**src/pulse_types_pkg.sv**
```systemverilog
// Tick and configuration types shared across the pulse delay block
// All tick quantities are 48-bit and wrap silently, with no wrap detection
// Delays below DELAY_MIN are raised to DELAY_MIN on the capture side

package pulse_types_pkg;

    // Width of the free-running tick counter and every tick quantity
    localparam int TS_W = 48;

    // Tick value
    // Used for timestamps, queued start times, delay and width
    typedef logic [TS_W-1:0] ts_t;

    // Missed-edge count as reported on the status port
    typedef logic [31:0] miss_cnt_t;

    // Shortest delay that the queue write and fetch path can honour
    // Two cycles to write, up to three more to fetch the head entry
    localparam ts_t DELAY_MIN = ts_t'(6);

    // Playout FSM, one pass per queued entry
    // IDLE   nothing held, read requested when the queue has unread data
    // FETCH  read granted, head data arrives this cycle
    // WAIT   start time known, waiting for the tick counter
    // HIGH   output asserted, counting down the width
    typedef enum logic [1:0] {
        PLAY_IDLE,
        PLAY_FETCH,
        PLAY_WAIT,
        PLAY_HIGH
    } play_state_t;

endpackage
```
**src/pulse_mem_if.sv**
```systemverilog
// One peer's access to the start-time queue
// req is held until gnt, gnt lasts one cycle
// Read data is valid in the cycle after gnt; writes always go to the tail
// level is the fill count and counts entries until they are popped

`timescale 1ns/100ps

interface pulse_mem_if import pulse_types_pkg::*; #(
    parameter int QUEUE_AW = 10
) ();

    // Peer side
    logic req;
    logic we;
    ts_t  wdata;

    // Arbiter side
    logic              gnt;
    ts_t               rdata;
    logic [QUEUE_AW:0] level;

    // Capture or playout
    modport peer (
        output req, we, wdata,
        input  gnt, rdata, level
    );

    // Queue arbiter
    modport arb (
        input  req, we, wdata,
        output gnt, rdata, level
    );

endinterface

```
**src/pulse_playout.sv**
```systemverilog
// Plays queued start times on out_o, one width_i pulse per entry
// Prefetches the following entry while one is waiting or high, so
// pulses one tick apart play back to back
// A start time already passed when fetched waits for the tick counter to wrap

`timescale 1ns/100ps

module pulse_playout import pulse_types_pkg::*; #(
    parameter int QUEUE_AW = 10
) (
    input  logic      clk_i,
    input  logic      reset_i,
    input  logic      rst_i,
    input  ts_t       tick_i,
    input  ts_t       width_i,
    output logic      out_o,
    output logic      pop_o,
    pulse_mem_if.peer mem
);

    play_state_t state_q;
    ts_t         cur_q;
    ts_t         cnt_q;
    ts_t         nxt_q;
    logic        nxt_valid_q;
    logic        rd_pend_q;
    ts_t         tick_nx;
    ts_t         cand;
    logic        active;
    logic        have;
    logic        last_tick;
    logic        take;

    // Tick value after the coming edge
    assign tick_nx = tick_i + ts_t'(1);

    // An entry is held while waiting or high
    assign active = (state_q == PLAY_WAIT) || (state_q == PLAY_HIGH);

    // Next start time, from the prefetch slot or straight off the RAM
    // Slot and outstanding read never coexist
    assign have = nxt_valid_q | rd_pend_q;
    assign cand = nxt_valid_q ? nxt_q : mem.rdata;

    // Final high tick; the entry is popped at the falling edge
    assign last_tick = (state_q == PLAY_HIGH) && (cnt_q == ts_t'(1));
    assign pop_o     = last_tick;

    // Hand the next start time to the FSM
    assign take = have && ((state_q == PLAY_IDLE) || (state_q == PLAY_FETCH) || last_tick);

    // Read only when the queue holds more than the entry already playing
    assign mem.req   = ~have && (mem.level > {{QUEUE_AW{1'b0}}, active});
    assign mem.we    = 1'b0;
    assign mem.wdata = '0;

    always_ff @(posedge clk_i) begin
        if (reset_i || rst_i) begin
            state_q     <= PLAY_IDLE;
            out_o       <= 1'b0;
            nxt_valid_q <= 1'b0;
            rd_pend_q   <= 1'b0;
        end else begin
            rd_pend_q <= mem.gnt;
            if (take) begin
                nxt_valid_q <= 1'b0;
            end else if (rd_pend_q) begin
                nxt_valid_q <= 1'b1;
            end
            case (state_q)
                PLAY_IDLE, PLAY_FETCH: begin
                    if (take) begin
                        // Start may already be due on the next tick
                        if (cand == tick_nx) begin
                            state_q <= PLAY_HIGH;
                            out_o   <= 1'b1;
                        end else begin
                            state_q <= PLAY_WAIT;
                        end
                    end else if (mem.gnt) begin
                        state_q <= PLAY_FETCH;
                    end
                end
                PLAY_WAIT: begin
                    if (cur_q == tick_nx) begin
                        state_q <= PLAY_HIGH;
                        out_o   <= 1'b1;
                    end
                end
                PLAY_HIGH: begin
                    if (last_tick) begin
                        out_o <= 1'b0;
                        // Next entry starts at least one tick after this fall
                        state_q <= take ? PLAY_WAIT : PLAY_IDLE;
                    end
                end
                default: begin
                    state_q <= PLAY_IDLE;
                end
            endcase
        end
    end

    // Start times and width countdown
    always_ff @(posedge clk_i) begin
        if (rd_pend_q && !take) begin
            nxt_q <= mem.rdata;
        end
        if (take) begin
            cur_q <= cand;
        end
        // Loaded while not high so the count is ready at the rise
        if (state_q == PLAY_HIGH) begin
            cnt_q <= cnt_q - ts_t'(1);
        end else begin
            cnt_q <= width_i;
        end
    end

endmodule

```
**src/flat_wrapper.sv**
```systemverilog
// flat-port wrapper written by rule: the top's interface ports become plain ports
module pulse_playout_flat import pulse_types_pkg::*;
#(
    parameter int QUEUE_AW = 10
)
  (clk_i, reset_i, rst_i, tick_i, width_i, out_o, pop_o, mem_req, mem_we, mem_wdata, mem_gnt, mem_rdata, mem_level);
  pulse_mem_if #(.QUEUE_AW(QUEUE_AW)) mem_i ();
  input  logic clk_i;
  input  logic reset_i;
  input  logic rst_i;
  input  ts_t tick_i;
  input  ts_t width_i;
  output logic out_o;
  output logic pop_o;
  output wire logic [$bits(mem_i.req)-1:0] mem_req;
  output wire logic [$bits(mem_i.we)-1:0] mem_we;
  output wire logic [$bits(mem_i.wdata)-1:0] mem_wdata;
  input wire logic [$bits(mem_i.gnt)-1:0] mem_gnt;
  input wire logic [$bits(mem_i.rdata)-1:0] mem_rdata;
  input wire logic [$bits(mem_i.level)-1:0] mem_level;
  assign mem_req = mem_i.req;
  assign mem_we = mem_i.we;
  assign mem_wdata = mem_i.wdata;
  assign mem_i.gnt = mem_gnt;
  assign mem_i.rdata = mem_rdata;
  assign mem_i.level = mem_level;
  pulse_playout #(.QUEUE_AW(QUEUE_AW)) u_core (.clk_i(clk_i), .reset_i(reset_i), .rst_i(rst_i), .tick_i(tick_i), .width_i(width_i), .out_o(out_o), .pop_o(pop_o), .mem(mem_i));
endmodule
```
**config.mk**
```make
export PLATFORM = sky130hd
export DESIGN_NAME = pulse_playout_flat
export DESIGN_NICKNAME = d
export VERILOG_FILES = /design/src/pulse_types_pkg.sv /design/src/pulse_mem_if.sv /design/src/pulse_playout.sv /design/src/flat_wrapper.sv
export SDC_FILE = /design/constraint.sdc
export NUM_CORES = 1
export LEC_CHECK = 0
export ABC_AREA = 1
export BUFFER_PORTS_ARGS = -buffer_cell sky130_fd_sc_hd__clkbuf_2
export CELL_PAD_IN_SITES_DETAIL_PLACEMENT = 1
export CELL_PAD_IN_SITES_GLOBAL_PLACEMENT = 1
export CORE_MARGIN = 4
export CORE_UTILIZATION = 40
export DETAILED_ROUTE_END_ITERATION = 10
export GPL_TIMING_DRIVEN = 0
export PLACE_DENSITY_LB_ADDON = 0.1
export RECOVER_POWER = 100
export SLEW_MARGIN = 15
export SYNTH_ARGS = -nofsm -noshare
export SYNTH_HDL_FRONTEND = slang
export SYNTH_SLANG_ARGS = --single-unit
export TNS_END_PERCENT = 50
```
**constraint.sdc**
```tcl
create_clock -name clk_i -period 4.7 [get_ports clk_i]
set_clock_uncertainty 0.15 [all_clocks]
set_input_delay 0.94 -clock clk_i [delete_from_list [all_inputs] [get_ports clk_i]]
set_output_delay 0.94 -clock clk_i [all_outputs]
set_load 0.01 [all_outputs]
```
# Yosys cells after proc, flatten, opt, wreduce, memory -nomap -nowiden
# Cells that the tools add are included.
# op_classes
n_addsub	2
n_lt_le_gt_ge	1
eq_ne	11
muxes	14
bitwise_logic	2
reduce_logical	14
# op_table
cell	count
$eq A48 B48 Y1	2
$mux W48	2
$add A48 B1 Y48 const B	1
$eq A48 B1 Y1 const B	1
$sub A48 B1 Y48 const B	1
$gt A11 B1 Y1	1
$mux W2	5
$ne A2 B1 Y1 const B	3
$pmux W2 S3	1
$mux W1	5
$eq A2 B2 Y1 const B	2
$logic_and A1 B1 Y1	4
$logic_or A1 B1 Y1	4
$reduce_and A4 Y1	1
$reduce_or A2 Y1	2
$ne A3 B2 Y1 const B	1
$pmux W1 S3	1
$reduce_and A3 Y1	1
$eq A2 B1 Y1 const B	1
$logic_not A2 Y1	1
$ne A2 B2 Y1 const B	1
$logic_not A1 Y1	1
$not A1 Y1	1
$or A1 B1 Y1	1
# totals
regBits	149
input_bits	159
output_inout_bits	52
wordCells	51

# Depth between registers and ports, before layout
# Gate-level depths: netlist of run 1.
# depth
word_depth	7
depth_mapped	22
depth_no_buf	22

# Least setup slack after synthesis of run 1
# No wires, ideal clock.
# synth_timing
path_type	reg2reg
from	reg u_core.cnt_q[32]
to	reg u_core.nxt_q[0], enable pin
setup_ps	454
t_arrival_ps	3056
required_ps	4096
setup_slack_ps	1040
path_stages_with_launch	8
path_buffers	1
synth_period_minus_slack_ps	3660
path_cell_list	dfxtp_1 > clkbuf_1 > nor2_1 > nand4_1 > nor2_1 > nand3_1 > o21ai_0 > nor2_1
# synth_via
elab_chain_len	6
# synth_lines
element	line	source
start, declared	pulse_playout.sv:23	ts_t cnt_q;
start signal, assigned	pulse_playout.sv:114	cnt_q <= cnt_q - ts_t'(1);
start signal, assigned	pulse_playout.sv:116	cnt_q <= width_i;
$eq A48 B1 Y1	pulse_playout.sv:46	assign last_tick = (state_q == PLAY_HIGH) && (cnt_q == ts_t'(1));
$logic_and A1 B1 Y1	pulse_playout.sv:46	
$logic_or A1 B1 Y1	pulse_playout.sv:50	assign take = have && ((state_q == PLAY_IDLE) || (state_q == PLAY_FETCH) || last_tick);
$logic_and A1 B1 Y1	pulse_playout.sv:50	
$logic_not A1 Y1	pulse_playout.sv:106	if (rd_pend_q && !take) begin
$logic_and A1 B1 Y1	pulse_playout.sv:106	
end signal, assigned	pulse_playout.sv:107	nxt_q <= mem.rdata;
end, declared	pulse_playout.sv:24	ts_t nxt_q;
# No other way between the ends.
# A chain may end at the register's enable or synchronous reset.

# Final worst setup path of run 1
# layout_timing
from	reg u_core.nxt_valid_q
to	out mem_req
# layout_via
elab_chain_len	3
# layout_lines
element	line	source
start, declared	pulse_playout.sv:25	logic nxt_valid_q;
start signal, assigned	pulse_playout.sv:61	nxt_valid_q <= 1'b0;
start signal, assigned	pulse_playout.sv:66	nxt_valid_q <= 1'b0;
start signal, assigned	pulse_playout.sv:68	nxt_valid_q <= 1'b1;
$or A1 B1 Y1	pulse_playout.sv:42	assign have = nxt_valid_q | rd_pend_q;
$not A1 Y1	pulse_playout.sv:53	assign mem.req = ~have && (mem.level > {{QUEUE_AW{1'b0}}, active});
$logic_and A1 B1 Y1	pulse_playout.sv:53	
end, declared	flat_wrapper.sv:15	output wire logic [$bits(mem_i.req)-1:0] mem_req;
# No other way between the ends.

==> results of run 1 <==
[sequential cells by signal, indices dropped and copies added, names as in the netlist]
name and flops:
u_core.cnt_q 48, u_core.cur_q 48, u_core.nxt_q 48, u_core.nxt_valid_q 1
u_core.out_o 1, u_core.rd_pend_q 1, u_core.state_q 2
[layout by cell type (no fill, tap or decap), types with 35 or more instances in the layout]
cell type  Yosys  final
buf_4         52     52
nor2_1       202    202
o21ai_0       73     74
dfxtp_1       53     53
clkbuf_1      19     64
inv_1        176    175
or2_2         35     35
edfxtp_1      96     96
nand2_1      472    472
conb_1         1     49
nand3_1      156    156
clkbuf_2       1    120
nand4_1       40     40
[report_power, final]
part	internal (mW)	total [mW]	switching, mW
Clock	0.744	1.43	0.684
Combinational	0.176	0.463	0.287
Sequential	1.43	1.46	0.0298
[area by class of cell]
class / instances / area [sq um] / area share
Clock buffer: 18 / 450 / 0.0360
Sequential cell: 149 / 3940 / 0.316
Timing Repair Buffer: 162 / 774 / 0.0620
Multi-Input combinational cell: 1191 / 5580 / 0.447
Buffer: 77 / 493 / 0.0395
Clock inverter: 14 / 155 / 0.0124
Tap cell: 335 / 419 / 0.0335
Inverter: 180 / 676 / 0.0541
[metrics by stage]
stage | hold WS (ns) | cell area (sq um)
6_report | 0.340 | 12500
5_1_grt | 0.360 | 12500
4_1_cts | 0.342 | 12600
3_5_place_dp | 0.330 | 12000
3_3_place_gp | 0.321 | 11900
2_1_floorplan | 0.301 | 10700
[Yosys cell counts (all sizes together)]
cell and n:
nand2 478, nor2 218, inv 179, nand3 157, edfxtp 96, o21ai 77, buf 57, dfxtp 53
nand4 40, nand3b 35, or2 35, xor2 23, clkbuf 20, xnor2 20, nor3 17, a21oi 11
a31oi 10, nor4 7, ha 4, o21bai 3, o31ai 2, a21boi 1, and2 1, clkinv 1
conb 1, mux2i 1, o211ai 1, xor3 1
[kinds of logic (layout without fill, tap and decap cells)]
kind of cell | after synthesis | after routing | share of synthesized area
buffers and inverters | 257 | 451 | 0.111
XOR/XNOR | 44 | 44 | 0.0380
other | 1 | 49 | 0.000356
flip-flops | 149 | 149 | 0.375
adder cells (fa/ha/maj) | 4 | 4 | 0.00475
AND/OR/NAND/NOR | 988 | 988 | 0.417
multiplexers | 1 | 1 | 0.000951
AO/OA/AOI/OAI | 105 | 105 | 0.0531
[per-layer routing]
| metal | global-route usage | wire, um | vias to the layer above | share of wire |
|---|---|---|---|---|
| li1 | - | - | 5388 | - |
| met1 | 0.312 | 15800 | 5085 | 0.43 |
| met5 | 0 | 97 | - | 0.0026 |
| met3 | 0.0530 | 1940 | 65 | 0.053 |
| met2 | 0.450 | 18100 | 253 | 0.49 |
| met4 | 0.0736 | 973 | 16 | 0.026 |
[critical path: stages (launching register included)]
cell	delay, ns
dfxtp_1	0.32
clkbuf_1	0.37
clkbuf_1	0.46
clkbuf_1	0.57
nor2_1	0.22
inv_1	0.16
a31oi_1	0.05
clkbuf_1	0.15
[worst paths after layout]
check,end,slack [ns],cells past startpoint,start
worst max-delay path,mem_req,0.88,7,u_core.nxt_valid_q
worst min-delay path,u_core.out_o,0.34,2,u_core.out_o
worst max register to register,u_core.nxt_q[26],0.89,11,u_core.cnt_q[13]
worst min register to register,u_core.out_o,0.34,2,u_core.out_o
==> impl_metrics.toml, run 1 <==
[floorplanning]
top_level_ports = 211
core_area_sq_um = 26000
die_h_um = 170
die_x_um = 170
num_rows = 59
start_util = 0.405
die_area_sq_um = 29000

[timing]
rsz0062_at_grt = "false"
clock.fmax_mhz = 262
tns_ns = 0
min_period_ns = 3.82
tightest_slew_ns = 2.23
setup_violations = 0
hold_violations = 0
slew_headroom = -0.494
slew_viol_final = 24
setup_slack_ns = 0.884
post-route-period-util = 0.812

[placed_design]
portBuffers = 161
gp_congestion = 0.906
placed_cells = 2094
hpwl_um = 29900
post-place-ws_ns = 0.656

[critical_path]
crit_path_end_kind = "output port"
crit_path_start_kind = "register"
cp.arrival_ns = 2.73
path_class = "register to output port"
cp_max_fo = 10
required_ns = 3.61

[global_route]
grt_pass1_wl_um = 57800
grt_pass1_vias = 11234
grt_max_degree = 49
grt_overflow = 0
antenna_found_initial = 9
grt_usage = 0.254

[cells_and_area]
fill_cells = 3494
fin_nets = 1941
diodes = 0
utilization = 0.481
fin_cells = 2126
areaGrowthSynthToFinish_pct = 18.7
layout-drive-gt1-share = 0.151

[routing]
drc = 0
wirelength_um = 36900
ant_nets = 0
dr.pass1.iters = 5
vias = 10807
via_per_inst = 5.08
drt_iter0_drc = 521
drt-wirelength-per-cell_um = 17.4

[clock_network]
clock-sinks = 149
clk_pin_slew_ns = 0.08
cts_made_buffers = 17
postCtsResizedCells = 0
clockBufferDepth = 2
cts_max_level = 4
cts_tree = "done"
worstSkewPairLatency_ns = 0.44
cts_root_buf = "clkbuf_16"
cts_setup_buffers = 0
cts_hold_buffers = 0

[yosys]
syn_area_per_cell_sq_um = 6.80
syn-cell-area_sq_um = 10500
yosysUniqueCellTypes = 42
seq_area_frac_synth = 0.375
synth_top_area_share = 0.274
yosysWarnings = 0
synthCells = 1549
ys_seq_elements = 149
synthTopCellsByArea = "edfxtp_1 27%, nand2_1 17%, dfxtp_1 10%"
yosys.area.top_type = "edfxtp_1"

[pwr]
finalPower_mw = 3.35
power_density_nw_per_um2 = 268
leakage_nw = 5.81
ir_drop_mv = 0.204

[status]
violations = "max-capacitance violations, max-slew violations"
status = "finished with violations"

[worst_hold_path]
hp-class = "register to register"

[job]
maxCapViolCount = 1
Note: power is estimated with default switching activity, not from simulation.
==> inputs of run 2 (changes only) <==
--- a/config.mk
+++ b/config.mk
@@ -5,12 +5,12 @@
 export SDC_FILE = /design/constraint.sdc
 export NUM_CORES = 1
 export LEC_CHECK = 0
-export ABC_AREA = 1
+export ABC_AREA = 0
 export BUFFER_PORTS_ARGS = -buffer_cell sky130_fd_sc_hd__clkbuf_2
 export CELL_PAD_IN_SITES_DETAIL_PLACEMENT = 1
 export CELL_PAD_IN_SITES_GLOBAL_PLACEMENT = 1
 export CORE_MARGIN = 4
-export CORE_UTILIZATION = 40
+export CORE_UTILIZATION = 43
 export DETAILED_ROUTE_END_ITERATION = 10
 export GPL_TIMING_DRIVEN = 0
 export PLACE_DENSITY_LB_ADDON = 0.1
==> constraint.sdc (replaced) <==
create_clock -name clk_i -period 3.75 [get_ports clk_i]
set_clock_uncertainty 0.15 [all_clocks]
set_input_delay 0.75 -clock clk_i [delete_from_list [all_inputs] [get_ports clk_i]]
set_output_delay 0.75 -clock clk_i [all_outputs]
set_load 0.01 [all_outputs]
==> run 2 against run 1 <==
The run ends with negative setup slack left. Via count shrank 7.7%. Synthesized cell count shrank 26%. Combinational power is 57% higher. Clock-buffer cell count stayed put. Largest power group unchanged.
==> impl_metrics.toml, run 2 <==
[global_route]
grt_usage = 0.299
grt_overflow = 0
grt_pass1_wl_um = 60900
grt_pass1_vias = 10173
antenna_found_initial = 1
grt_max_degree = 49

[yosys]
synthTopCellsByArea = "edfxtp_1 27%, dfxtp_1 10%, xnor2_1 6.8%"
synth_flop_cell = "edfxtp_1"
synth_most_common_cell = "nor2_1"
synth_top_area_share = 0.272
synthArstFlopShare = 0
ys_seq_elements = 149
synth_edf_count = 96
yosysWarnings = 0
yosys.area.top_type = "edfxtp_1"
synth-simple-area-share = 0.244
synth_xor_area_frac = 0.136
synth_compound_area_frac = 0.109
synthAdderAreaFrac = 0.00472
synthCells = 1139
syn-cell-area_sq_um = 10600
yosysUniqueCellTypes = 81
muxShareOfSynthArea = 0.0616
synth_common_cells = "105 x nor2_1, 96 x edfxtp_1, 82 x xnor2_1"
syn_area_per_cell_sq_um = 9.31
seq_area_frac_synth = 0.372
synth_top_family_by_area = "simple AND/OR/NAND/NOR gates"

[pwr]
power_density_nw_per_um2 = 328
p_clk_frac = 0.411
ir_drop_mv = 0.232
swShare = 0.307
power_frac_comb = 0.167
p_seq_frac = 0.422
power_switching_mw = 1.33
finalPower_mw = 4.35
leakage_nw = 4.85
internal_power_mw = 3.02

[floorplanning]
core_area_sq_um = 24300
start_util = 0.436
top_level_ports = 211
die_x_um = 165
num_rows = 57
die_area_sq_um = 27200
die_h_um = 165

[routing]
top_layer = "met5"
drt-wirelength-per-cell_um = 24.1
wirelength_um = 41100
wl_met2_um = 19700
dr.pass1.iters = 5
wl_met3_um = 2780
ant_nets = 0
via_per_inst = 5.85
vias = 9973
drc = 0
drt_iter0_drc = 757
met1_length_um = 17200

[critical_path]
crit_path_end_kind = "register"
cp_max_fo = 6
cpMostUsedCell = "nand4_1"
cp_slowest_stage_delay_ns = 0.63
path_class = "input pin to register"
cp.arrival_ns = 4.10
crit_path_start_kind = "input pin"
path_cells = "buf_2 -> nand4_1 -> buf_4 -> or4_1 -> nor4_1 -> nor3_1 -> a2111oi_1 -> nand4_1 -> nor4_4 -> a21oi_1 -> o311a_1"
required_ns = 3.93
slowest_stage = "or4_1"

[status]
status = "finished with violations"
violations = "negative setup slack"

[placed_design]
gp_congestion = 0.969
post-place-ws_ns = -1.50
hpwl_um = 31400
place_area_sq_um = 11900
portBuffers = 133

[worst_hold_path]
hp-class = "input pin to register"

[clock_network]
clock-sinks = 149
cts_tree = "done"
cts_root_buf = "clkbuf_16"
worstSkewPairLatency_ns = 0.45
clockBufferDepth = 2
cts_max_level = 4
cts_made_buffers = 17
clk_pin_slew_ns = 0.07

[cells_and_area]
top_regs = "u_core.cnt_q x48, u_core.cur_q x48, u_core.nxt_q x48"
post-route-cell-area_sq_um = 13300
layout-drive-gt1-share = 0.242
final_common_cell = "clkbuf_2"
areaGrowthSynthToFinish_pct = 24.9
fin_nets = 1530
diodes = 0
layout_common_cells = "105 x clkbuf_2, 103 x nor2_1, 96 x edfxtp_1"
utilization = 0.545

[timing]
setup_slack_ns = -0.167
tightest_slew_ns = 0.707
rsz0062_at_grt = "true"
setup_violations = 2
hold_violations = 0
post-route-period-util = 1.04
min_period_ns = 3.92
slew_headroom = 0.522
slew_viol_final = 0
clock.fmax_mhz = 255

[job]
maxCapViolCount = 0
==> run 2: cell families after synthesis <==
logic type,after synthesis
compound gates,172
fa+ha+maj,4
xor+xnor,147
simple gates,463
other cells,1
flops,149
mux,60
buf+inv,143
==> run 2: worst paths after layout <==
check	end	startpoint	depth (start not counted)	slack, ns
worst max-delay path	u_core.state_q[0]	tick_i[7]	11	-0.17
worst min-delay path	u_core.nxt_q[35]	mem_rdata[35]	1	0.33
worst max register to register	u_core.cur_q[7]	u_core.cnt_q[24]	7	0.10
worst min register to register	u_core.cnt_q[13]	u_core.cnt_q[13]	2	0.36
==> run 2: layout make-up <==
type | count | area (sq um)
Timing Repair Buffer | 165 | 908
Inverter | 27 | 101
Sequential cell | 149 | 3950
Multi-Input combinational cell | 896 | 6590
Tap cell | 324 | 405
Clock buffer | 18 | 439
Fill cell | 2886 | 11100
Clock inverter | 14 | 153
Buffer | 111 | 704
==> run 2: per-layer routing <==
layer  global-route usage  up-vias
met5                    0        -
met4                0.117        2
met3               0.0562       81
met2                0.501      418
met1                0.381     4868
li1                     -     4604
==> run 2: worst max-delay path, delay by kind of cell <==
family	cells	cell delay, ns
AOI/OAI and AO/OA	3	1.01
buffers and inverters	2	0.39
and+or+nand+nor	6	1.94
==> run 2: what timing repair did <==
action / in CTS / in global routing
cloned: 1 / 0
resized for setup: 106 / 26
hold buffers: 0 / 0
hold endpoints to repair: 0 / 0
pin swaps: 22 / 7
endpoints found under the setup margin: 53 / 16
setup buffers: 28 / 3
==> run 2: power by group through the flow <==
| stage | combinational (mW) | clock (mW) | sequential, mW |
|---|---|---|---|
| 6_report | 0.725 | 1.79 | 1.84 |
| 5_1_grt | 0.779 | 1.88 | 1.84 |
| 4_1_cts | 0.710 | 1.82 | 1.84 |
| 3_5_place_dp | 0.662 | 0 | 1.87 |
| 3_3_place_gp | 0.649 | 0 | 1.87 |
| 2_1_floorplan | 0.432 | 0 | 1.86 |
==> run 2: per-stage QoR <==
stage	setup TNS, ns	std cells	hold slack [ns]
after floorplan	-0.166	1187	0.303
final	-0.267	1704	0.335
after CTS	0	1701	0.326
after global routing	-2.61	1704	0.332
after global placement	-81.76	1644	0.331
after detailed placement	-35.84	1645	0.349
==> inputs of run 3 (changes only) <==
--- a/config.mk
+++ b/config.mk
@@ -11,6 +11,7 @@
 export CELL_PAD_IN_SITES_GLOBAL_PLACEMENT = 1
 export CORE_MARGIN = 4
 export CORE_UTILIZATION = 43
+export CTS_BUF_LIST = sky130_fd_sc_hd__clkbuf_16
 export DETAILED_ROUTE_END_ITERATION = 10
 export GPL_TIMING_DRIVEN = 0
 export PLACE_DENSITY_LB_ADDON = 0.1
==> run 3 against run 2 <==
The run still ends with negative setup slack left. Clock power about the same. Utilization grew 0.13 points. Register-to-register slack got worse by 0.02 ns. Sequential power about the same. Design area increased by 0.24%. Critical path type unchanged.
==> impl_metrics.toml, run 3 (same netlist as run 2, synthesis figures left out) <==
[status]
status = "finished with violations"
violations = "negative setup slack"

[clock_network]
cts_made_buffers = 17
cts_max_level = 4
clockBufferDepth = 2
clk_pin_slew_ns = 0.08
cts_tree = "done"
cts_root_buf = "clkbuf_16"
worstSkewPairLatency_ns = 0.45
clock-sinks = 149

[timing]
rsz0062_at_grt = "true"
tightest_slew_ns = 0.717
clock.fmax_mhz = 255
setup_slack_ns = -0.173
min_period_ns = 3.92
slew_headroom = 0.521
hold_violations = 0
slew_viol_final = 0
tns_ns = -0.283
setup_violations = 2
post-route-period-util = 1.05

[worst_hold_path]
hp-class = "input pin to register"

[critical_path]
cp.arrival_ns = 4.11
slowest_stage = "or4_1"
crit_path_start_kind = "input pin"
cp_max_fo = 6
path_class = "input pin to register"
required_ns = 3.93
path_cells = "buf_2 -> nand4_1 -> buf_4 -> or4_1 -> nor4_1 -> nor3_1 -> a2111oi_1 -> nand4_1 -> nor4_4 -> buf_4 -> a21oi_1 -> o311a_1"
crit_path_end_kind = "register"
cp_slowest_stage_delay_ns = 0.63

[cells_and_area]
diodes = 0
fin_cells = 1707
fin_nets = 1533
top_regs = "u_core.cnt_q x48, u_core.cur_q x48, u_core.nxt_q x48"
layout-drive-gt1-share = 0.245
post-route-cell-area_sq_um = 13300
areaGrowthSynthToFinish_pct = 25.2
final_common_cell = "clkbuf_2"
fill_cells = 2879
layout_common_cells = "106 x clkbuf_2, 102 x nor2_1, 96 x edfxtp_1"

[floorplanning]
die_area_sq_um = 27200
num_rows = 57
die_h_um = 165
start_util = 0.436
core_area_sq_um = 24300
top_level_ports = 211
die_x_um = 165

[pwr]
finalPower_mw = 4.34
power_density_nw_per_um2 = 327
leakage_nw = 4.87
ir_drop_mv = 0.234

[routing]
dr.pass1.iters = 5
wirelength_um = 41300
vias = 10059
via_per_inst = 5.89
ant_nets = 0
drc = 0
drt-wirelength-per-cell_um = 24.2
drt_iter0_drc = 812

[job]
maxCapViolCount = 0

[placed_design]
place_area_sq_um = 11900
gp_congestion = 0.969
placed_cells = 1645
post-place-ws_ns = -1.50
portBuffers = 133
hpwl_um = 31400

[global_route]
grt_overflow = 0
grt_pass1_vias = 10222
antenna_found_initial = 1
grt_usage = 0.299
grt_max_degree = 49
grt_pass1_wl_um = 60900
run 3: cell types whose count changed in the layout (fill, tap and decap cells not counted), sizes merged:
cell	before	now
buf	103	106
clkbuf	191	190
clkinv	4	5
run 3: routing by layer:
| metal | share of wire | wire length (um) | track usage |
|---|---|---|---|
| met1 | 0.42 | 17200 | 0.378 |
| met2 | 0.48 | 19700 | 0.500 |
| met3 | 0.067 | 2750 | 0.0611 |
| met4 | 0.038 | 1590 | 0.119 |
| met5 | 0.00017 | 7 | 0 |
run 3: final cells by class:
cell class,instances,area (sq um),share of cell area
inverters,27,101,0.00763
multi-input cells,896,6610,0.498
well taps,324,405,0.0305
clock buffers,17,425,0.0320
flip-flops and latches,149,3950,0.297
clock inverters,15,156,0.0118
plain buffers,111,706,0.0531
repair buffers,168,931,0.0701
run 3: worst paths after layout:
| kind | from | end | slack [ns] | depth (start not counted) |
|---|---|---|---|---|
| max | tick_i[7] | u_core.state_q[0] | -0.17 | 12 |
| min | mem_rdata[35] | u_core.nxt_q[35] | 0.33 | 1 |
| max reg2reg | u_core.cnt_q[24] | u_core.cur_q[1] | 0.08 | 7 |
| min reg2reg | u_core.cnt_q[13] | u_core.cnt_q[13] | 0.35 | 2 |
run 3: metrics by stage:
| step | hold WS [ns] | util |
|---|---|---|
| 3_5_place_dp | 0.349 | 0.489 |
| 3_3_place_gp | 0.331 | 0.488 |
| 6_report | 0.332 | 0.546 |
| 4_1_cts | 0.327 | 0.542 |
| 2_1_floorplan | 0.303 | - |
| 5_1_grt | 0.332 | 0.546 |
run 3: where the power goes:
part	leakage (nW)	total [mW]	internal [mW]	switching (mW)
clock	0.288	1.78	0.893	0.882
combinational	3.27	0.727	0.309	0.418
sequential	1.32	1.84	1.79	0.0414
run 3: critical path: cells and delay by family:
family          cells  cell delay [ns]
compound gates      3             0.96
buf+inv             3             0.56
simple gates        6             1.83
run 3: timing repair:
item	in CTS	in global routing
buffers inserted	29	5
pin swaps	22	9
endpoints found under the setup margin	53	16
hold buffers	0	0
resized for setup	105	33
cloned	1	0
