## src/pulse_types_pkg.sv

```systemverilog
// Tick and configuration types shared across the pulse delay block
// All tick quantities are 48-bit and wrap silently, with no wrap detection
// Delays below DELAY_MIN are raised to DELAY_MIN on the capture side

package pulse_types_pkg;

    // Width of the free-running tick counter and every tick quantity
    localparam int TS_W = 48;

    // Tick value
    // Used for timestamps, queued start times, delay and width
    typedef logic [TS_W-1:0] ts_t;

    // Missed-edge count as reported on the status port
    typedef logic [31:0] miss_cnt_t;

    // Shortest delay that the queue write and fetch path can honour
    // Two cycles to write, up to three more to fetch the head entry
    localparam ts_t DELAY_MIN = ts_t'(6);

    // Playout FSM, one pass per queued entry
    // IDLE   nothing held, read requested when the queue has unread data
    // FETCH  read granted, head data arrives this cycle
    // WAIT   start time known, waiting for the tick counter
    // HIGH   output asserted, counting down the width
    typedef enum logic [1:0] {
        PLAY_IDLE,
        PLAY_FETCH,
        PLAY_WAIT,
        PLAY_HIGH
    } play_state_t;

endpackage
```

## src/pulse_mem_if.sv

```systemverilog
// One peer's access to the start-time queue
// req is held until gnt, gnt lasts one cycle
// Read data is valid in the cycle after gnt; writes always go to the tail
// level is the fill count and counts entries until they are popped

`timescale 1ns/100ps

interface pulse_mem_if import pulse_types_pkg::*; #(
    parameter int QUEUE_AW = 10
) ();

    // Peer side
    logic req;
    logic we;
    ts_t  wdata;

    // Arbiter side
    logic              gnt;
    ts_t               rdata;
    logic [QUEUE_AW:0] level;

    // Capture or playout
    modport peer (
        output req, we, wdata,
        input  gnt, rdata, level
    );

    // Queue arbiter
    modport arb (
        input  req, we, wdata,
        output gnt, rdata, level
    );

endinterface

```

## src/pulse_capture.sv

```systemverilog
// Rising-edge capture against a free-running 48-bit tick counter
// An edge needs a low sample before it, so writes come at most every 2 cycles
// Decisions and error flags register one cycle after the edge is sampled
// Error flags and the missed count survive rst_i, only force_rst_i clears them

`timescale 1ns/100ps

module pulse_capture import pulse_types_pkg::*; #(
    parameter int QUEUE_AW = 10
) (
    input  logic      clk_i,
    input  logic      reset_i,
    input  logic      inp_i,
    input  logic      rst_i,
    input  logic      force_rst_i,
    input  ts_t       delay_i,
    input  ts_t       width_i,
    output ts_t       tick_o,
    output logic      perr_o,
    output logic      err_overflow_o,
    output logic      err_period_o,
    output miss_cnt_t missed_cnt_o,
    pulse_mem_if.peer mem
);

    // Full queue as a fill count
    localparam logic [QUEUE_AW:0] DEPTH = {1'b1, {QUEUE_AW{1'b0}}};

    ts_t  tick_q;
    logic inp_q;
    logic inp_q2;
    ts_t  last_ts_q;
    logic last_valid_q;
    logic req_q;
    ts_t  start_q;
    ts_t  delay_eff;
    logic rise;
    logic period_drop;
    logic ovf_drop;
    logic accept;

    // Edge seen on the registered copy, one cycle behind inp_i
    assign rise = inp_q & ~inp_q2;

    // Short delays are stretched to what the fetch path can meet
    assign delay_eff = (delay_i < DELAY_MIN) ? DELAY_MIN : delay_i;

    // Too close to the last accepted edge, pulses would overlap
    assign period_drop = rise & last_valid_q & ((tick_q - last_ts_q) <= width_i);
    assign ovf_drop    = rise & ~period_drop & (mem.level == DEPTH);
    assign accept      = rise & ~period_drop & ~ovf_drop & ~rst_i;

    // Free-running tick and input sampling
    // Input regs start high so a level already high at reset is no edge
    always_ff @(posedge clk_i) begin
        if (reset_i) begin
            tick_q <= '0;
            inp_q  <= 1'b1;
            inp_q2 <= 1'b1;
        end else begin
            tick_q <= tick_q + ts_t'(1);
            inp_q  <= inp_i;
            inp_q2 <= inp_q;
        end
    end

    // Accepted-edge tracking, write request, errors
    always_ff @(posedge clk_i) begin
        if (reset_i) begin
            last_valid_q   <= 1'b0;
            req_q          <= 1'b0;
            perr_o         <= 1'b0;
            err_period_o   <= 1'b0;
            err_overflow_o <= 1'b0;
            missed_cnt_o   <= '0;
        end else begin
            perr_o <= period_drop | ovf_drop;
            if (rst_i) begin
                last_valid_q <= 1'b0;
                req_q        <= 1'b0;
            end else if (accept) begin
                last_valid_q <= 1'b1;
                req_q        <= 1'b1;
            end else if (mem.gnt) begin
                req_q <= 1'b0;
            end
            // A new error wins over force_rst_i in the same cycle
            if (period_drop) begin
                err_period_o <= 1'b1;
            end else if (force_rst_i) begin
                err_period_o <= 1'b0;
            end
            if (ovf_drop) begin
                err_overflow_o <= 1'b1;
            end else if (force_rst_i) begin
                err_overflow_o <= 1'b0;
            end
            if (period_drop | ovf_drop) begin
                missed_cnt_o <= force_rst_i ? miss_cnt_t'(1) : missed_cnt_o + miss_cnt_t'(1);
            end else if (force_rst_i) begin
                missed_cnt_o <= '0;
            end
        end
    end

    // Edge timestamp and output start time
    always_ff @(posedge clk_i) begin
        if (accept) begin
            last_ts_q <= tick_q;
            start_q   <= tick_q + delay_eff;
        end
    end

    assign tick_o    = tick_q;
    assign mem.req   = req_q;
    assign mem.we    = 1'b1;
    assign mem.wdata = start_q;

endmodule

```

## src/flat_wrapper.sv

```systemverilog
// flat-port wrapper written by rule: the top's interface ports become plain ports
module pulse_capture_flat import pulse_types_pkg::*;
#(
    parameter int QUEUE_AW = 10
)
  (clk_i, reset_i, inp_i, rst_i, force_rst_i, delay_i, width_i, tick_o, perr_o, err_overflow_o, err_period_o, missed_cnt_o, mem_req, mem_we, mem_wdata, mem_gnt, mem_rdata, mem_level);
  pulse_mem_if #(.QUEUE_AW(QUEUE_AW)) mem_i ();
  input  logic clk_i;
  input  logic reset_i;
  input  logic inp_i;
  input  logic rst_i;
  input  logic force_rst_i;
  input  ts_t delay_i;
  input  ts_t width_i;
  output ts_t tick_o;
  output logic perr_o;
  output logic err_overflow_o;
  output logic err_period_o;
  output miss_cnt_t missed_cnt_o;
  output wire logic [$bits(mem_i.req)-1:0] mem_req;
  output wire logic [$bits(mem_i.we)-1:0] mem_we;
  output wire logic [$bits(mem_i.wdata)-1:0] mem_wdata;
  input wire logic [$bits(mem_i.gnt)-1:0] mem_gnt;
  input wire logic [$bits(mem_i.rdata)-1:0] mem_rdata;
  input wire logic [$bits(mem_i.level)-1:0] mem_level;
  assign mem_req = mem_i.req;
  assign mem_we = mem_i.we;
  assign mem_wdata = mem_i.wdata;
  assign mem_i.gnt = mem_gnt;
  assign mem_i.rdata = mem_rdata;
  assign mem_i.level = mem_level;
  pulse_capture #(.QUEUE_AW(QUEUE_AW)) u_core (.clk_i(clk_i), .reset_i(reset_i), .inp_i(inp_i), .rst_i(rst_i), .force_rst_i(force_rst_i), .delay_i(delay_i), .width_i(width_i), .tick_o(tick_o), .perr_o(perr_o), .err_overflow_o(err_overflow_o), .err_period_o(err_period_o), .missed_cnt_o(missed_cnt_o), .mem(mem_i));
endmodule
```

## config.mk

```make
export PLATFORM = sky130hd
export DESIGN_NAME = pulse_capture_flat
export DESIGN_NICKNAME = d
export VERILOG_FILES = /design/src/pulse_types_pkg.sv /design/src/pulse_mem_if.sv /design/src/pulse_capture.sv /design/src/flat_wrapper.sv
export SDC_FILE = /design/constraint.sdc
export NUM_CORES = 1
export LEC_CHECK = 0
export ABC_CLOCK_PERIOD_IN_PS = 15600
export BUFFER_PORTS_ARGS = -buffer_cell sky130_fd_sc_hd__clkbuf_2
export CAP_MARGIN = 0
export CORE_MARGIN = 2
export CORE_UTILIZATION = 40
export DETAILED_ROUTE_END_ITERATION = 8
export MAX_ROUTING_LAYER = met4
export PLACE_DENSITY = 0.61
export SYNTH_ARGS = -nofsm -noshare
export SYNTH_HDL_FRONTEND = slang
export SYNTH_SLANG_ARGS = --single-unit
export TNS_END_PERCENT = 1
```

## constraint.sdc

```tcl
create_clock -name clk_i -period 15.6 [get_ports clk_i]
set_clock_uncertainty 0.1 [all_clocks]
set_input_delay 1.56 -clock clk_i [delete_from_list [all_inputs] [get_ports clk_i]]
set_output_delay 1.56 -clock clk_i [all_outputs]
set_load 0.02 [all_outputs]
```

### After elaboration in Yosys (flattened, before gate mapping)

Cells that the tools add are included.

| cells by class | value |
|---|---|
| magnitude comparators | 2 |
| add/sub/neg operators | 4 |
| eq/ne operators | 1 |
| reduce and logical (&&, ||, !) cells | 5 |
| bitwise operators | 12 |
| muxes and demuxes | 9 |

Operators by type and width:

| cell | number |
|---|---|
| $mux 32 | 3 |
| $add 48x1->48 const B | 1 |
| $add 48x48->48 | 1 |
| $le 48x48->1 | 1 |
| $lt 48x3->1 const B | 1 |
| $mux 48 | 1 |
| $sub 48x48->48 | 1 |
| $add 32x1->32 const B | 1 |
| $eq 11x11->1 const B | 1 |
| $reduce_bool 2->1 | 4 |
| $and 1x1->1 | 7 |
| $mux 1 | 5 |
| $not 1->1 | 4 |
| $reduce_or 2->1 | 1 |
| $or 1x1->1 | 1 |

| word-level totals | value |
|---|---|
| register bits | 183 |
| logic and storage cells | 44 |
| input port bits | 161 |
| output and inout bits | 133 |

### Longest topological paths before layout

Gate-level depths: netlist of run 1.

| logic depth | value |
|---|---|
| depth after elaboration | 11 |
| depth in mapped cells | 26 |
| depth with buffers taken out | 24 |

### Least setup slack after synthesis of run 1

Ideal clock, no wire load.

| path | value |
|---|---|
| path kind | reg-to-reg |
| start | register u_core.tick_q[0], in the netlist u_core.tick_o[0] |
| end | register u_core.last_ts_q[0], enable pin |
| period minus slack after synthesis | 9,353 ps |
| arrival time | 8,701 ps |
| library setup time | 551 ps |
| slack | 6,247 ps |
| buffers on the path | 1 |
| required time | 14,949 ps |
| cell stages (with the launch flop) | 24 |
| path through | dfxtp_1 -> inv_1 -> ha_1 -> fa_1 -> nand2b_1 -> a211oi_1 -> o21ai_1 -> a211oi_1 -> a211oi_2 -> o21ai_1 -> a21oi_2 -> o31ai_1 -> o221ai_1 -> xnor2_1 -> ha_1 -> nand4_1 -> nor4b_1 -> nand4_1 -> o221ai_1 -> a21oi_1 -> buf_2 -> nor2b_1 -> nand2_1 -> nor2_1 |

| on the way | value |
|---|---|
| cells in the longest elaborated chain, start to end | 9 |

RTL lines:

| what | RTL line | source |
|---|---|---|
| start: declaration | pulse_capture.sv:29 | `ts_t tick_q;` |
| start signal: assignment | pulse_capture.sv:61 | `tick_q <= tick_q + ts_t'(1);` |
| $sub 48x48->48 * | pulse_capture.sv:49 | `assign period_drop = rise & last_valid_q & ((tick_q - last_ts_q) <= width_i);` |
| $le 48x48->1 * | pulse_capture.sv:49 |  |
| $and 1x1->1 * | pulse_capture.sv:49 |  |
| $not 1->1 * | pulse_capture.sv:50, pulse_capture.sv:51 |  |
| $and 1x1->1 * | pulse_capture.sv:50, pulse_capture.sv:51 |  |
| $and 1x1->1 | pulse_capture.sv:50 | `assign ovf_drop = rise & ~period_drop & (mem.level == DEPTH);` |
| $not 1->1 | pulse_capture.sv:51 | `assign accept = rise & ~period_drop & ~ovf_drop & ~rst_i;` |
| $and 1x1->1 * (2 in a row) | pulse_capture.sv:51 |  |
| via u_core.accept | pulse_capture.sv:40 | `logic accept;` |
| end signal: assignment | pulse_capture.sv:109 | `last_ts_q <= tick_q;` |
| end: declaration | pulse_capture.sv:32 | `ts_t last_ts_q;` |

The timed path passes the listed nets; every way through them passes the cells marked *.
A chain may end at the register's enable or synchronous reset.

### Worst setup path after layout of run 1

| path | value |
|---|---|
| start | register u_core.tick_q[0], in the netlist u_core.tick_o[0] |
| end | register u_core.last_ts_q[36], enable pin |

Same word-level chain as after synthesis.

==> summary.md, run 1 <==
| Metric | Value |
|---|---|
| Status | completed |
| Pin count of the biggest net entering global routing | 85 |
| Yosys top cell area share | 0.217 |
| Peak supply drop | 0.0754 mV |
| Largest area contributor in the netlist | edfxtp_1 |
| Worst min-delay path category | reg2reg |
| First-pass GRT wire length | between 50 and 60 mm |
| Synth Area per Inst | between 8 and 9 sq um |
| Async S/R FF share, synth | 0 |
| Cell count of the worst reg-to-reg path | 24 |
| Top cells by area, synth | edfxtp_1 22%, ha_1 14%, dfxtp_1 13%, xnor2_1 4.7%, a21oi_1 4.7% |
| Pint | 0.808 mW |
| Crit path to | u_core.last_ts_q[36] |
| Setup slack, reg-to-reg | between 7 and 8 ns |
| GRT overflow | 0 |
| Synth Warn # | 0 |
| Final Setup Violations | 0 |
| Arrival time of the worst setup path | 7.67 ns |
| Crit path launch | u_core.tick_o[0] |
| Core area | roughly 0.033 sq mm |
| Share of layout cells above drive strength 1 | 0.183 |
| WS Path Type | reg2reg |
| Slew HR | 0.252 |
| Initial antenna violation count | 2 |
| Final Util | 0.473 |
| Syn nets | roughly 1,800 |
| PortBufs | ~240 |
| Post-cts sizing count | 0 |
| Post-synth top flop | edfxtp_1 |
| R2r endpoint | u_core.last_ts_q[36] |
| Area of the die | between 0.03 and 0.04 sq mm |
| Via density | about 5.3 |
| RSZ-0062 raised after global routing | false |
| TritonCTS clock tree | yes |
| Initial Util | 0.407 |
| EDFF count, synth | 96 |
| Synth unique cells | 76 |
| Crit Path Max Fanout | 84 |
| R2r startpoint | u_core.tick_o[0] |
| Die Wd | approximately 190 um |
| Lkg Pwr | 7.23 nW |
| Drt drc | 0 |
| Seq cells post-synth | between 150 and 200 |
| Slew Viols, Final | 0 |
| Critical path required time | between 15 and 20 ns |
| H-tree depth | 4 |
| Area Overhead vs Synth | 16.0% |
| CTS buffer count | 17 |
| Sink Count | roughly 180 |
| Max-cap violations | 0 |
| Final-layout fill cell count | between 3,000 and 4,000 |
| Gate power share | 0.090 |
| Fin crit share | 0.495 |
| Hold Path Stages | 1 |
| Post-route ant nets | 0 |
| Setup bufs post-CTS | 0 |
| Clock buffer depth | 2 |
| Mapped Area | ~0.013 sq mm |
| Die H | 186 um |
| Vias in the first global route | around 11,000 |
| Ports | between 200 and 300 |
| Clock Pin Slew Worst Setup and Hold Paths | around 0.08 ns |
| Endpoint type of the worst setup path | flop |
| Psw | 0.269 mW |
| Drt initial violations | approximately 530 |
| Synth Instances | ~1,500 |
| Sequential Power Share | 0.476 |
| CTS Root Cell | clkbuf_16 |
| Post-Route WL | 36.1 mm |
| Clk_lat worst skew | between 0.4 and 0.5 ns |
| Clock network power share | 0.434 |
| All-Layer GR Usage | 0.214 |
| Highest clock rate | 0.129 GHz |
| Hold Startpoint | u_core.inp_q |
| Worst Setup Start Kind | flop |
| Hold_ws | around 0.38 ns |
| Fin crit period | about 7.7 ns |
| Sum of negative setup slack | 0 ns |
| DR pass1 iterations | 5 |
| Worst slew pin tran | 1.12 ns |
| Via count | approximately 11,000 |
| Post-synthesis sequential area ratio | 0.348 |
| Hold Violations, Final | 0 |
| Routed length per instance | between 15 and 20 um |
| Cell Rows | between 60 and 70 |
| Hpwl dp | approximately 29 mm |
| Hold buffers post-CTS | 0 |
| Sw Share | 0.250 |
| Power density cells | around 70 mW/mm^2 |
| GPL Wtd Cong | between 0.8 and 0.9 |
| NumNets Final | around 2,000 |
## power groups by stage
stage / logic [mW] / clock network, mW / registers, mW
floorplan: 0.0608 / 0 / 0.527
global placement: 0.0949 / 0 / 0.524
detailed placement: 0.0971 / 0 / 0.524
CTS: 0.0981 / 0.478 / 0.513
global route: 0.109 / 0.497 / 0.514
finish: 0.0970 / 0.467 / 0.513
## cells in the final DEF, fill, tap and decap left out, types with 4 or more instances in the layout
cell type / instances
clkbuf_2: 244
ha_1: 144
inv_1: 130
a21oi_1: 124
nor2_1: 116
edfxtp_1: 96
nand2_1: 88
dfxtp_1: 87
xnor2_1: 72
xor2_1: 70
a21o_1: 69
o21ai_0: 58
nand3_1: 48
nand4_1: 30
and3_1: 22
nor2b_1: 20
nor3_1: 18
nand2b_1: 17
or3_1: 17
a31oi_1: 17
clkbuf_16: 17
o21bai_1: 16
and2_1: 15
nor4_1: 13
o21a_1: 12
o211ai_1: 12
o2111ai_1: 12
a211oi_1: 10
or2_2: 10
o21ai_1: 9
or4_1: 8
a311oi_1: 5
a221oi_1: 4
a211o_1: 4
## cell families after synthesis
| logic type | count (synthesis) | share of synthesized area |
|---|---|---|
| simple gates | 436 | 0.165 |
| compound gates | 387 | 0.194 |
| other cells | 1 | 0.000282 |
| xor+xnor | 142 | 0.0936 |
| mux | 2 | 0.00160 |
| flops | 183 | 0.348 |
| fa+ha+maj | 146 | 0.139 |
| buf+inv | 206 | 0.0591 |
## worst min path at each step
stage               endpoint  slack (ns)
3_5_place_dp   u_core.inp_q2        0.34
5_1_grt        u_core.inp_q2        0.39
3_3_place_gp   u_core.inp_q2        0.36
2_1_floorplan  u_core.inp_q2        0.31
4_1_cts        u_core.inp_q2        0.37
6_report       u_core.inp_q2        0.38
## synth_stat cells, drive strengths merged, types with 12 or more instances
master,count
ha,144
inv,130
a21oi,127
nor2,117
edfxtp,96
nand2,88
dfxtp,87
xnor2,72
xor2,70
a21o,69
clkbuf,68
o21ai,67
nand3,48
nand4,30
and3,22
nor2b,20
nor3,19
a31oi,17
nand2b,17
or3,17
o21bai,16
and2,15
nor4,15
o2111ai,12
o211ai,12
o21a,12
## critical path: stages (launching register included)
cell      delay (ns)
dfxtp_1         0.56
inv_1           0.08
ha_1            0.24
fa_1            0.42
nand2b_1        0.18
a211oi_1        0.34
o21ai_1         0.20
a211oi_1        0.31
a211oi_2        0.12
o21ai_1         0.25
a21oi_2         0.12
o31ai_1         0.52
o221ai_1        0.26
xnor2_1         0.18
ha_1            0.30
nand4_1         0.16
nor4b_1         0.50
nand4_1         0.23
o221ai_1        0.23
a21oi_1         0.06
buf_4           0.23
nor2b_1         0.22
nand2_1         0.16
nor2_4          0.36
buf_4           0.93
## metrics by stage
step	setup slack, ns	instances	instance area [sq um]	total power, mW
CTS	7.71	2148	15400	1.09
detailed placement	7.75	2116	14800	0.621
finish	7.88	2150	15400	1.08
global route	7.14	2150	15400	1.12
floorplan	6.25	1503	13300	0.588
global placement	7.90	2116	14800	0.619
## state kept, by name (all words and copies together) (netlist names)
signal	flops
u_core.last_ts_q	48
u_core.mem.req	1
u_core.err_overflow_o	1
u_core.last_valid_q	1
u_core.missed_cnt_o	32
u_core.perr_o	1
u_core.tick_o	48
u_core.err_period_o	1
u_core.inp_q2	1
u_core.mem.wdata	48
u_core.inp_q	1
## cell type report
cell class / count / area [sq um] / share of cell area
multi-input cells: 1114 / 7880 / 0.511
inverters: 130 / 488 / 0.0317
well taps: 442 / 553 / 0.0359
flip-flops and latches: 183 / 4620 / 0.300
diodes: 2 / 5.00 / 0.000325
repair buffers: 247 / 1240 / 0.0807
clock inverters: 15 / 194 / 0.0126
clock buffers: 17 / 425 / 0.0276
## routing by layer
layer | wire [um] | global-route usage | vias up
li1 | - | - | 5752
met1 | 17200 | 0.280 | 5237
met2 | 15800 | 0.333 | 309
met3 | 2070 | 0.0405 | 55
met4 | 976 | 0.0696 | 0
met5 | 0 | - | -
Note: power is estimated with default switching activity, not from simulation.
==> inputs of run 2 (changes only) <==
--- a/config.mk
+++ b/config.mk
@@ -5,14 +5,15 @@
 export SDC_FILE = /design/constraint.sdc
 export NUM_CORES = 1
 export LEC_CHECK = 0
-export ABC_CLOCK_PERIOD_IN_PS = 15600
+export ABC_AREA = 1
+export ABC_CLOCK_PERIOD_IN_PS = 6760
 export BUFFER_PORTS_ARGS = -buffer_cell sky130_fd_sc_hd__clkbuf_2
 export CAP_MARGIN = 0
 export CORE_MARGIN = 2
 export CORE_UTILIZATION = 40
 export DETAILED_ROUTE_END_ITERATION = 8
 export MAX_ROUTING_LAYER = met4
-export PLACE_DENSITY = 0.61
+export PLACE_DENSITY = 0.62
 export SYNTH_ARGS = -nofsm -noshare
 export SYNTH_HDL_FRONTEND = slang
 export SYNTH_SLANG_ARGS = --single-unit
==> constraint.sdc (replaced) <==
create_clock -name clk_i -period 6.76 [get_ports clk_i]
set_clock_uncertainty 0.1 [all_clocks]
set_input_delay 0.676 -clock clk_i [delete_from_list [all_inputs] [get_ports clk_i]]
set_output_delay 0.676 -clock clk_i [all_outputs]
set_load 0.02 [all_outputs]
==> run 2 against run 1 <==
Synthesized cell count up 41%. Non-clock buffer count is 14 higher. Worst hold slack worse by 0.069 ns. Utilization down 0.64 points. Synthesized area up 15%. Sequential cell count unchanged. Register-to-register slack worse by 6.7 ns. Via count grew 30%. Routed wire length up 32%. Final cell count rose by 33%. Power is 130% higher.
==> summary.md, run 2 <==
| Metric | Value |
|---|---|
| Vias in the first global route | 14,100 (+30%) |
| Hold_ws | 0.308 ns (-0.0688 ns) |
| EDFF count, synth | 96 (unchanged) |
| DR pass1 iterations | 5 (unchanged) |
| FF/Latch Area | 0.00462 sq mm (unchanged) |
| Most frequent cells in the layout | 388 x nand2_1, 319 x inv_1, 244 x clkbuf_2 |
| Critical path required time | 6.74 ns (-8.81 ns) |
| Seq cells post-synth | 183 (unchanged) |
| Final Setup Violations | 0 (unchanged) |
| Pint | 1.79 mW (+120%) |
| Hold Startpoint | inp_i |
| Fin crit share | 0.824 (+0.329) |
| Final Cell Area | 0.0175 sq mm (+14%) |
| Share of layout cells above drive strength 1 | 0.144 (-0.0396) |
| Ports | 294 (unchanged) |
| Worst Setup Start Kind | flop |
| Mapped Area | 0.0152 sq mm (+15%) |
| Via count | 14,800 (+30%) |
| Placed cell count | 2,822 (+33%) |
| Multi-input gate area | 0.00910 sq mm (+15%) |
| Gate power share | 0.100 (+0.010) |
| Commonest non-fill, non-tap cell in the layout | nand2_1 |
| Fin crit period | 5.57 ns (-2.15 ns) |
| Die Wd | 199 um (+6.9%) |
| Fin cells | 2,854 (+33%) |
| Area of the die | 0.0396 sq mm (+14%) |
| Die H | 199 um (+6.9%) |
| Hold buffers post-CTS | 0 (unchanged) |
| Hold Path Stages | 2 (+1) |
| Largest area contributor in the netlist | edfxtp_1 |
| Most common cell in the netlist | nand2_1 |
| Synth unique cells | 57 (-25%) |
| Core area | 0.0376 sq mm (+15%) |
| Final-layout fill cell count | 3,904 (+22%) |
| Post-cts sizing count | 0 (unchanged) |
| Area Overhead vs Synth | 15.1% |
| Post-route ant nets | 0 (unchanged) |
| Cell Rows | 71 (+7.6%) |
| Placement Cell Area | 0.0169 sq mm (+14%) |
| TritonCTS clock tree | yes |
| R2r endpoint | u_core.mem.wdata[46] |
| GRT overflow | 0 (unchanged) |
| Yosys top cell area share | 0.189 (-0.0275) |
| Drt drc | 0 (unchanged) |
| Most common library cells after synthesis | 388 x nand2_1, 319 x inv_1, 235 x nor2_1, 200 x a21oi_1, 144 x ha_1 |
| RSZ-0062 raised after global routing | false |
| Synth Area per Inst | 7.18 sq um (-19%) |
| Worst slew pin tran | 0.947 ns (-0.175 ns) |
| Routed length per instance | 16.7 um (-0.22%) |
| Endpoint type of the worst setup path | flop |
| Crit Path Max Fanout | 46 (-45%) |
| Final Util | 0.466 (-0.00639) |
| Clk_lat worst skew | 0.45 ns (about the same) |
| R2r startpoint | u_core.tick_o[0] |
| Synth Instances | 2,120 (+41%) |
| H-tree depth | 4 (unchanged) |
| Power density cells | 140 mW/mm^2 (+100%) |
| Pin count of the biggest net entering global routing | 51 (-40%) |
| NumNets Final | 2,637 (+32%) |
| Clock Pin Slew Worst Setup and Hold Paths | 0.08 ns (about the same) |
| Arrival time of the worst setup path | 5.55 ns (-2.12 ns) |
| First-pass GRT wire length | 73.9 mm (+32%) |
| Post-place setup slack | 1.11 ns (-6.63 ns) |
| Setup WS post-layout | 1.19 ns (-6.69 ns) |
| Highest clock rate | 0.180 GHz (+39%) |
| CTS Root Cell | clkbuf_16 |
| WS Path Type | reg2reg |
| Top cells by area, synth | edfxtp_1 19%, ha_1 12%, dfxtp_1 11%, nand2_1 9.6%, inv_1 7.9% |
| Setup slack, reg-to-reg | 1.19 ns (-6.69 ns) |
| GPL Wtd Cong | 0.976 (+10%) |
| Hpwl dp | 39.6 mm (+37%) |
| Sequential Power Share | 0.483 (+0.007) |
| Max-cap violations | 0 (unchanged) |
| CTS buffer count | 17 (unchanged) |
| Status | completed |
| Synth Warn # | 0 (unchanged) |
| Async S/R FF share, synth | 0 (unchanged) |
| Post-synthesis sequential area ratio | 0.304 (-0.0442) |
| Post-Route WL | 47.8 mm (+32%) |
| Sw Share | 0.271 (+0.0211) |
| Slew HR | 0.368 (+0.116) |
| Via density | 5.18 (-2.0%) |
| Peak supply drop | 0.166 mV (+120%) |
| Clock buffer depth | 2 (unchanged) |
| Sink Count | 183 (unchanged) |
| Hold Path End | u_core.inp_q |
| Syn nets | 2,427 (+34%) |
| Antenna fix cells | 0 (-2) |
| Cell count of the worst reg-to-reg path | 26 (+8.3%) |
| Clock network power share | 0.417 (-0.017) |
| Psw | 0.665 mW (+150%) |
| Sum of negative setup slack | 0 ns (unchanged) |
| Setup bufs post-CTS | 0 (unchanged) |
| Hold Violations, Final | 0 (unchanged) |
| Initial antenna violation count | 0 (-2) |
| Drt initial violations | 1,026 (+94%) |
| All-Layer GR Usage | 0.247 (+0.0337) |
| Lkg Pwr | 8.32 nW (+15%) |
| Initial Util | 0.405 (-0.00237) |
| PortBufs | 244 (unchanged) |
| Overall Power | 2.45 mW (+130%) |
| Worst min-delay path category | in2reg |
| Slew Viols, Final | 0 (unchanged) |
| Post-synth top flop | edfxtp_1 |
[run 2: logic make-up (layout without fill, tap and decap cells)]
| kind of cell | count (synthesis) | count (layout) | share of synthesized area |
|---|---|---|---|
| AOI/OAI and AO/OA | 419 | 419 | 0.160 |
| xor gates and xnor gates | 111 | 111 | 0.0639 |
| adders and majority gates | 146 | 146 | 0.121 |
| buffers and inverters | 392 | 615 | 0.0985 |
| DFF | 183 | 183 | 0.304 |
| other | 1 | 1 | 0.000246 |
| and+or+nand+nor | 868 | 868 | 0.252 |
[run 2: how the worst max path moves through the flow]
| stage | cells past startpoint | startpoint | end | slack [ns] |
|---|---|---|---|---|
| after floorplan | 26 | u_core.tick_o[0] | u_core.last_ts_q[0] | 0.13 |
| after global placement | 26 | u_core.tick_o[0] | u_core.mem.wdata[39] | 1.17 |
| after detailed placement | 26 | u_core.tick_o[0] | u_core.mem.wdata[37] | 1.11 |
| after CTS | 26 | u_core.tick_o[0] | u_core.mem.wdata[37] | 1.09 |
| after global routing | 26 | u_core.tick_o[0] | u_core.mem.wdata[37] | 0.65 |
| final | 26 | u_core.tick_o[0] | u_core.mem.wdata[46] | 1.19 |
[run 2: layout make-up]
type / count / share of cell area
multi-input combinational: 1545 / 0.519
timing repair buffer: 261 / 0.0770
tap: 511 / 0.0365
inverter: 322 / 0.0690
clock inverter: 14 / 0.00843
sequential: 183 / 0.264
clock buffer: 18 / 0.0257
[run 2: worst max-delay path: stages, from the launching register on]
cell      delay (ns)
dfxtp_1         0.46
inv_1           0.08
ha_1            0.26
fa_1            0.45
nand3b_1        0.19
nand3_1         0.15
nand2_1         0.07
nand2_1         0.09
inv_1           0.06
o21ai_0         0.49
nand2_1         0.18
nand3_1         0.11
nand2_1         0.06
ha_1            0.26
nand2_1         0.06
nor2_1          0.17
nand2_1         0.11
nor2_1          0.20
inv_1           0.07
nor2_1          0.14
nand2_1         0.07
nand3_1         0.06
nand2_1         0.17
nand2_1         0.18
nand4_1         0.21
nor2_4          0.15
buf_4           0.54
[run 2: power by group through the flow]
stage	Clock (mW)	Sequential [mW]	Combinational, mW
after CTS	1.04	1.19	0.247
after global placement	0	1.21	0.242
after floorplan	0	1.22	0.152
after detailed placement	0	1.21	0.245
final	1.02	1.19	0.245
after global routing	1.08	1.19	0.276
[run 2: per-layer routing]
| layer | part of all wire | GRT usage | wire (um) | up-vias |
|---|---|---|---|---|
| met5 | 0 | - | 0 | - |
| li1 | - | - | - | 7531 |
| met2 | 0.46 | 0.396 | 21800 | 364 |
| met3 | 0.042 | 0.0231 | 2010 | 67 |
| met1 | 0.48 | 0.332 | 22800 | 6810 |
| met4 | 0.026 | 0.0749 | 1220 | 0 |
==> inputs of run 3 (changes only) <==
--- a/config.mk
+++ b/config.mk
@@ -6,7 +6,7 @@
 export NUM_CORES = 1
 export LEC_CHECK = 0
 export ABC_AREA = 1
-export ABC_CLOCK_PERIOD_IN_PS = 6760
+export ABC_CLOCK_PERIOD_IN_PS = 5100
 export BUFFER_PORTS_ARGS = -buffer_cell sky130_fd_sc_hd__clkbuf_2
 export CAP_MARGIN = 0
 export CORE_MARGIN = 2
==> constraint.sdc (replaced) <==
create_clock -name clk_i -period 5.1 [get_ports clk_i]
set_clock_uncertainty 0.1 [all_clocks]
set_input_delay 0.51 -clock clk_i [delete_from_list [all_inputs] [get_ports clk_i]]
set_output_delay 0.51 -clock clk_i [all_outputs]
set_load 0.02 [all_outputs]
==> run 3 against run 2 <==
Register-to-register slack worse by 0.82 ns. Combinational power increased by 37%. Sequential cell count unchanged. Die area unchanged. Count of clock-buffer cells in the layout increased by 2.
==> summary.md, run 3 (synthesis results as in run 2) <==
| Metric | Value |
|---|---|
| Gate power share | 0.104 (+0.004) |
| WL met2 | 22.5 mm (+3.3%) |
| Cell count of the worst reg-to-reg path | 26 (unchanged) |
| Via density | 5.15 (-0.50%) |
| Slew HR | 0.353 (-0.0153) |
| Core area | 0.0376 sq mm (unchanged) |
| Antenna fix cells | 0 (unchanged) |
| Critical path required time | 5.15 ns (-1.59 ns) |
| Max-cap violations | 0 (unchanged) |
| Worst Setup Start Kind | flop |
| Met3 WL post-DR | 1.97 mm (-2.2%) |
| RSZ-0062 raised after global routing | true |
| TritonCTS clock tree | yes |
| Most frequent cells in the layout | 387 x nand2_1, 318 x inv_1, 244 x clkbuf_2 |
| Drt drc | 0 (unchanged) |
| Hold Path End | u_core.inp_q |
| GPL Wtd Cong | 0.939 (-3.8%) |
| Hpwl dp | 40.9 mm (+3.2%) |
| Clock buffer depth | 2 (unchanged) |
| Sink Count | 183 (unchanged) |
| CTS Root Cell | clkbuf_16 |
| Highest clock rate | 0.211 GHz (+18%) |
| H-tree depth | 4 (unchanged) |
| R2r endpoint | u_core.mem.wdata[33] |
| Crit path launch | u_core.last_ts_q[21] |
| Hold Violations, Final | 0 (unchanged) |
| Met1 WL | 23.8 mm (+4.7%) |
| Post-Route WL | 49.4 mm (+3.4%) |
| PortBufs | 244 (unchanged) |
| Pint | 2.38 mW (+33%) |
| Slowest stage delay, CP | 0.36 ns (-0.18 ns) |
| Setup slack, reg-to-reg | 0.37 ns (-0.82 ns) |
| Arrival time of the worst setup path | 4.78 ns (-0.77 ns) |
| Worst slew pin tran | 0.970 ns (+0.0230 ns) |
| Status | completed |
| Overall Power | 3.22 mW (+31%) |
| Fin crit share | 0.927 (+0.103) |
| Placement Cell Area | 0.0173 sq mm (+2.5%) |
| Cell Rows | 71 (unchanged) |
| Via count | 14,900 (+1.1%) |
| Ports | 294 (unchanged) |
| First-pass GRT wire length | 76.2 mm (+3.1%) |
| Crit Path Max Fanout | 23 (-50%) |
| R2r startpoint | u_core.last_ts_q[21] |
| Post-route ant nets | 0 (unchanged) |
| NumNets Final | 2,682 (+1.7%) |
| Clock network power share | 0.408 (-0.009) |
| All-Layer GR Usage | 0.257 (+0.00931) |
| Final Util | 0.478 (+0.0119) |
| Fin cells | 2,899 (+1.6%) |
| Share of layout cells above drive strength 1 | 0.170 (+0.0262) |
| Pin count of the biggest net entering global routing | 51 (unchanged) |
| Worst min-delay path category | in2reg |
| Vias in the first global route | 14,200 (+0.76%) |
| Hold Startpoint | inp_i |
| Initial Util | 0.405 (unchanged) |
| Sw Share | 0.260 (-0.0111) |
| Sequential Power Share | 0.488 (+0.005) |
| Most frequent cell on the critical path | nand2_1 |
| CTS buffer count | 17 (unchanged) |
| Area of the die | 0.0396 sq mm (unchanged) |
| Slowest cell on crit path | ha_1 |
| Peak supply drop | 0.235 mV (+42%) |
| Fin crit period | 4.73 ns (-0.841 ns) |
| GRT overflow | 0 (unchanged) |
| Max Used Layer | met4 |
| Commonest non-fill, non-tap cell in the layout | nand2_1 |
| Endpoint type of the worst setup path | flop |
| Power density cells | 179 mW/mm^2 (+28%) |
| Die H | 199 um (unchanged) |
| Clock Pin Slew Worst Setup and Hold Paths | 0.07 ns (about the same) |
| Hold buffers post-CTS | 0 (unchanged) |
| Final Setup Violations | 0 (unchanged) |
| DR pass1 iterations | 7 (+2) |
| Psw | 0.837 mW (+26%) |
| Placed cell count | 2,864 (+1.5%) |
| Clk_lat worst skew | 0.45 ns (about the same) |
| Multi-input gate area | 0.00916 sq mm (+0.69%) |
| Drt initial violations | 938 (-8.6%) |
| FF/Latch Area | 0.00465 sq mm (+0.51%) |
| Die Wd | 199 um (unchanged) |
| WS Path Type | reg2reg |
| Lkg Pwr | 8.57 nW (+3.0%) |
| Routed length per instance | 17.0 um (+1.8%) |
| Slew Viols, Final | 0 (unchanged) |
| Area Overhead vs Synth | 18.1% |
| Hold Path Stages | 2 (unchanged) |
| Final Cell Area | 0.0180 sq mm (+2.5%) |
| Initial antenna violation count | 0 (unchanged) |
| Final-layout fill cell count | 3,851 (-1.4%) |
-- run 3: cell count changes in the layout (fill, tap and decap cells not counted), sizes merged --
cell and delta:
clkinvlp -1, clkbuf +3, buf +44, clkinv +4, bufinv +1, inv -6
-- run 3: how the worst max path moves through the flow --
stage                                    to  slack [ns]
floorplan               u_core.last_ts_q[0]       -0.10
global placement       u_core.mem.wdata[41]        0.20
detailed placement     u_core.mem.wdata[44]        0.13
CTS                    u_core.mem.wdata[12]        0.13
global route        u_core.missed_cnt_o[19]      -0.008
finish                 u_core.mem.wdata[33]        0.37
-- run 3: power groups by stage --
stage | Sequential (mW) | Clock (mW) | Combinational, mW
floorplan | 1.61 | 0 | 0.204
global placement | 1.60 | 0 | 0.325
detailed placement | 1.60 | 0 | 0.331
CTS | 1.57 | 1.33 | 0.334
global route | 1.57 | 1.39 | 0.379
finish | 1.57 | 1.31 | 0.335
-- run 3: critical path: cells and delay by family, from the launching register on --
kind                       cells  cell delay [ns]
DFF                            1             0.32
and+or+nand+nor               15             1.69
AOI/OAI and AO/OA              5             1.21
adders and majority gates      2             0.63
buffers and inverters          4             0.42
-- run 3: final cells by class --
type	count	share of cell area
well taps	511	0.0356
clock inverters	12	0.00662
inverters	322	0.0673
multi-input cells	1545	0.510
clock buffers	20	0.0249
repair buffers	306	0.0969
flip-flops and latches	183	0.259
-- run 3: what timing repair did --
action	4_1_cts	5_1_grt
setup buffers	0	2
gates resized for setup	0	4
hold endpoints to repair	0	0
endpoints found under the setup margin	0	128
-- run 3: metal layers --
metal,up-vias,GRT usage
li1,7613,-
met1,6892,0.349
met2,357,0.404
met3,68,0.0246
met4,0,0.0777
met5,-,-
-- run 3: stage by stage --
| stage | setup TNS, ns | hold slack, ns | worst slack (ns) |
|---|---|---|---|
| 6_report | 0 | 0.142 | 0.370 |
| 3_3_place_gp | 0 | 0.342 | 0.199 |
| 2_1_floorplan | -9.80 | 0.332 | -0.102 |
| 4_1_cts | 0 | 0.134 | 0.126 |
| 3_5_place_dp | 0 | 0.346 | 0.132 |
| 5_1_grt | -0.00787 | 0.150 | -0.00787 |
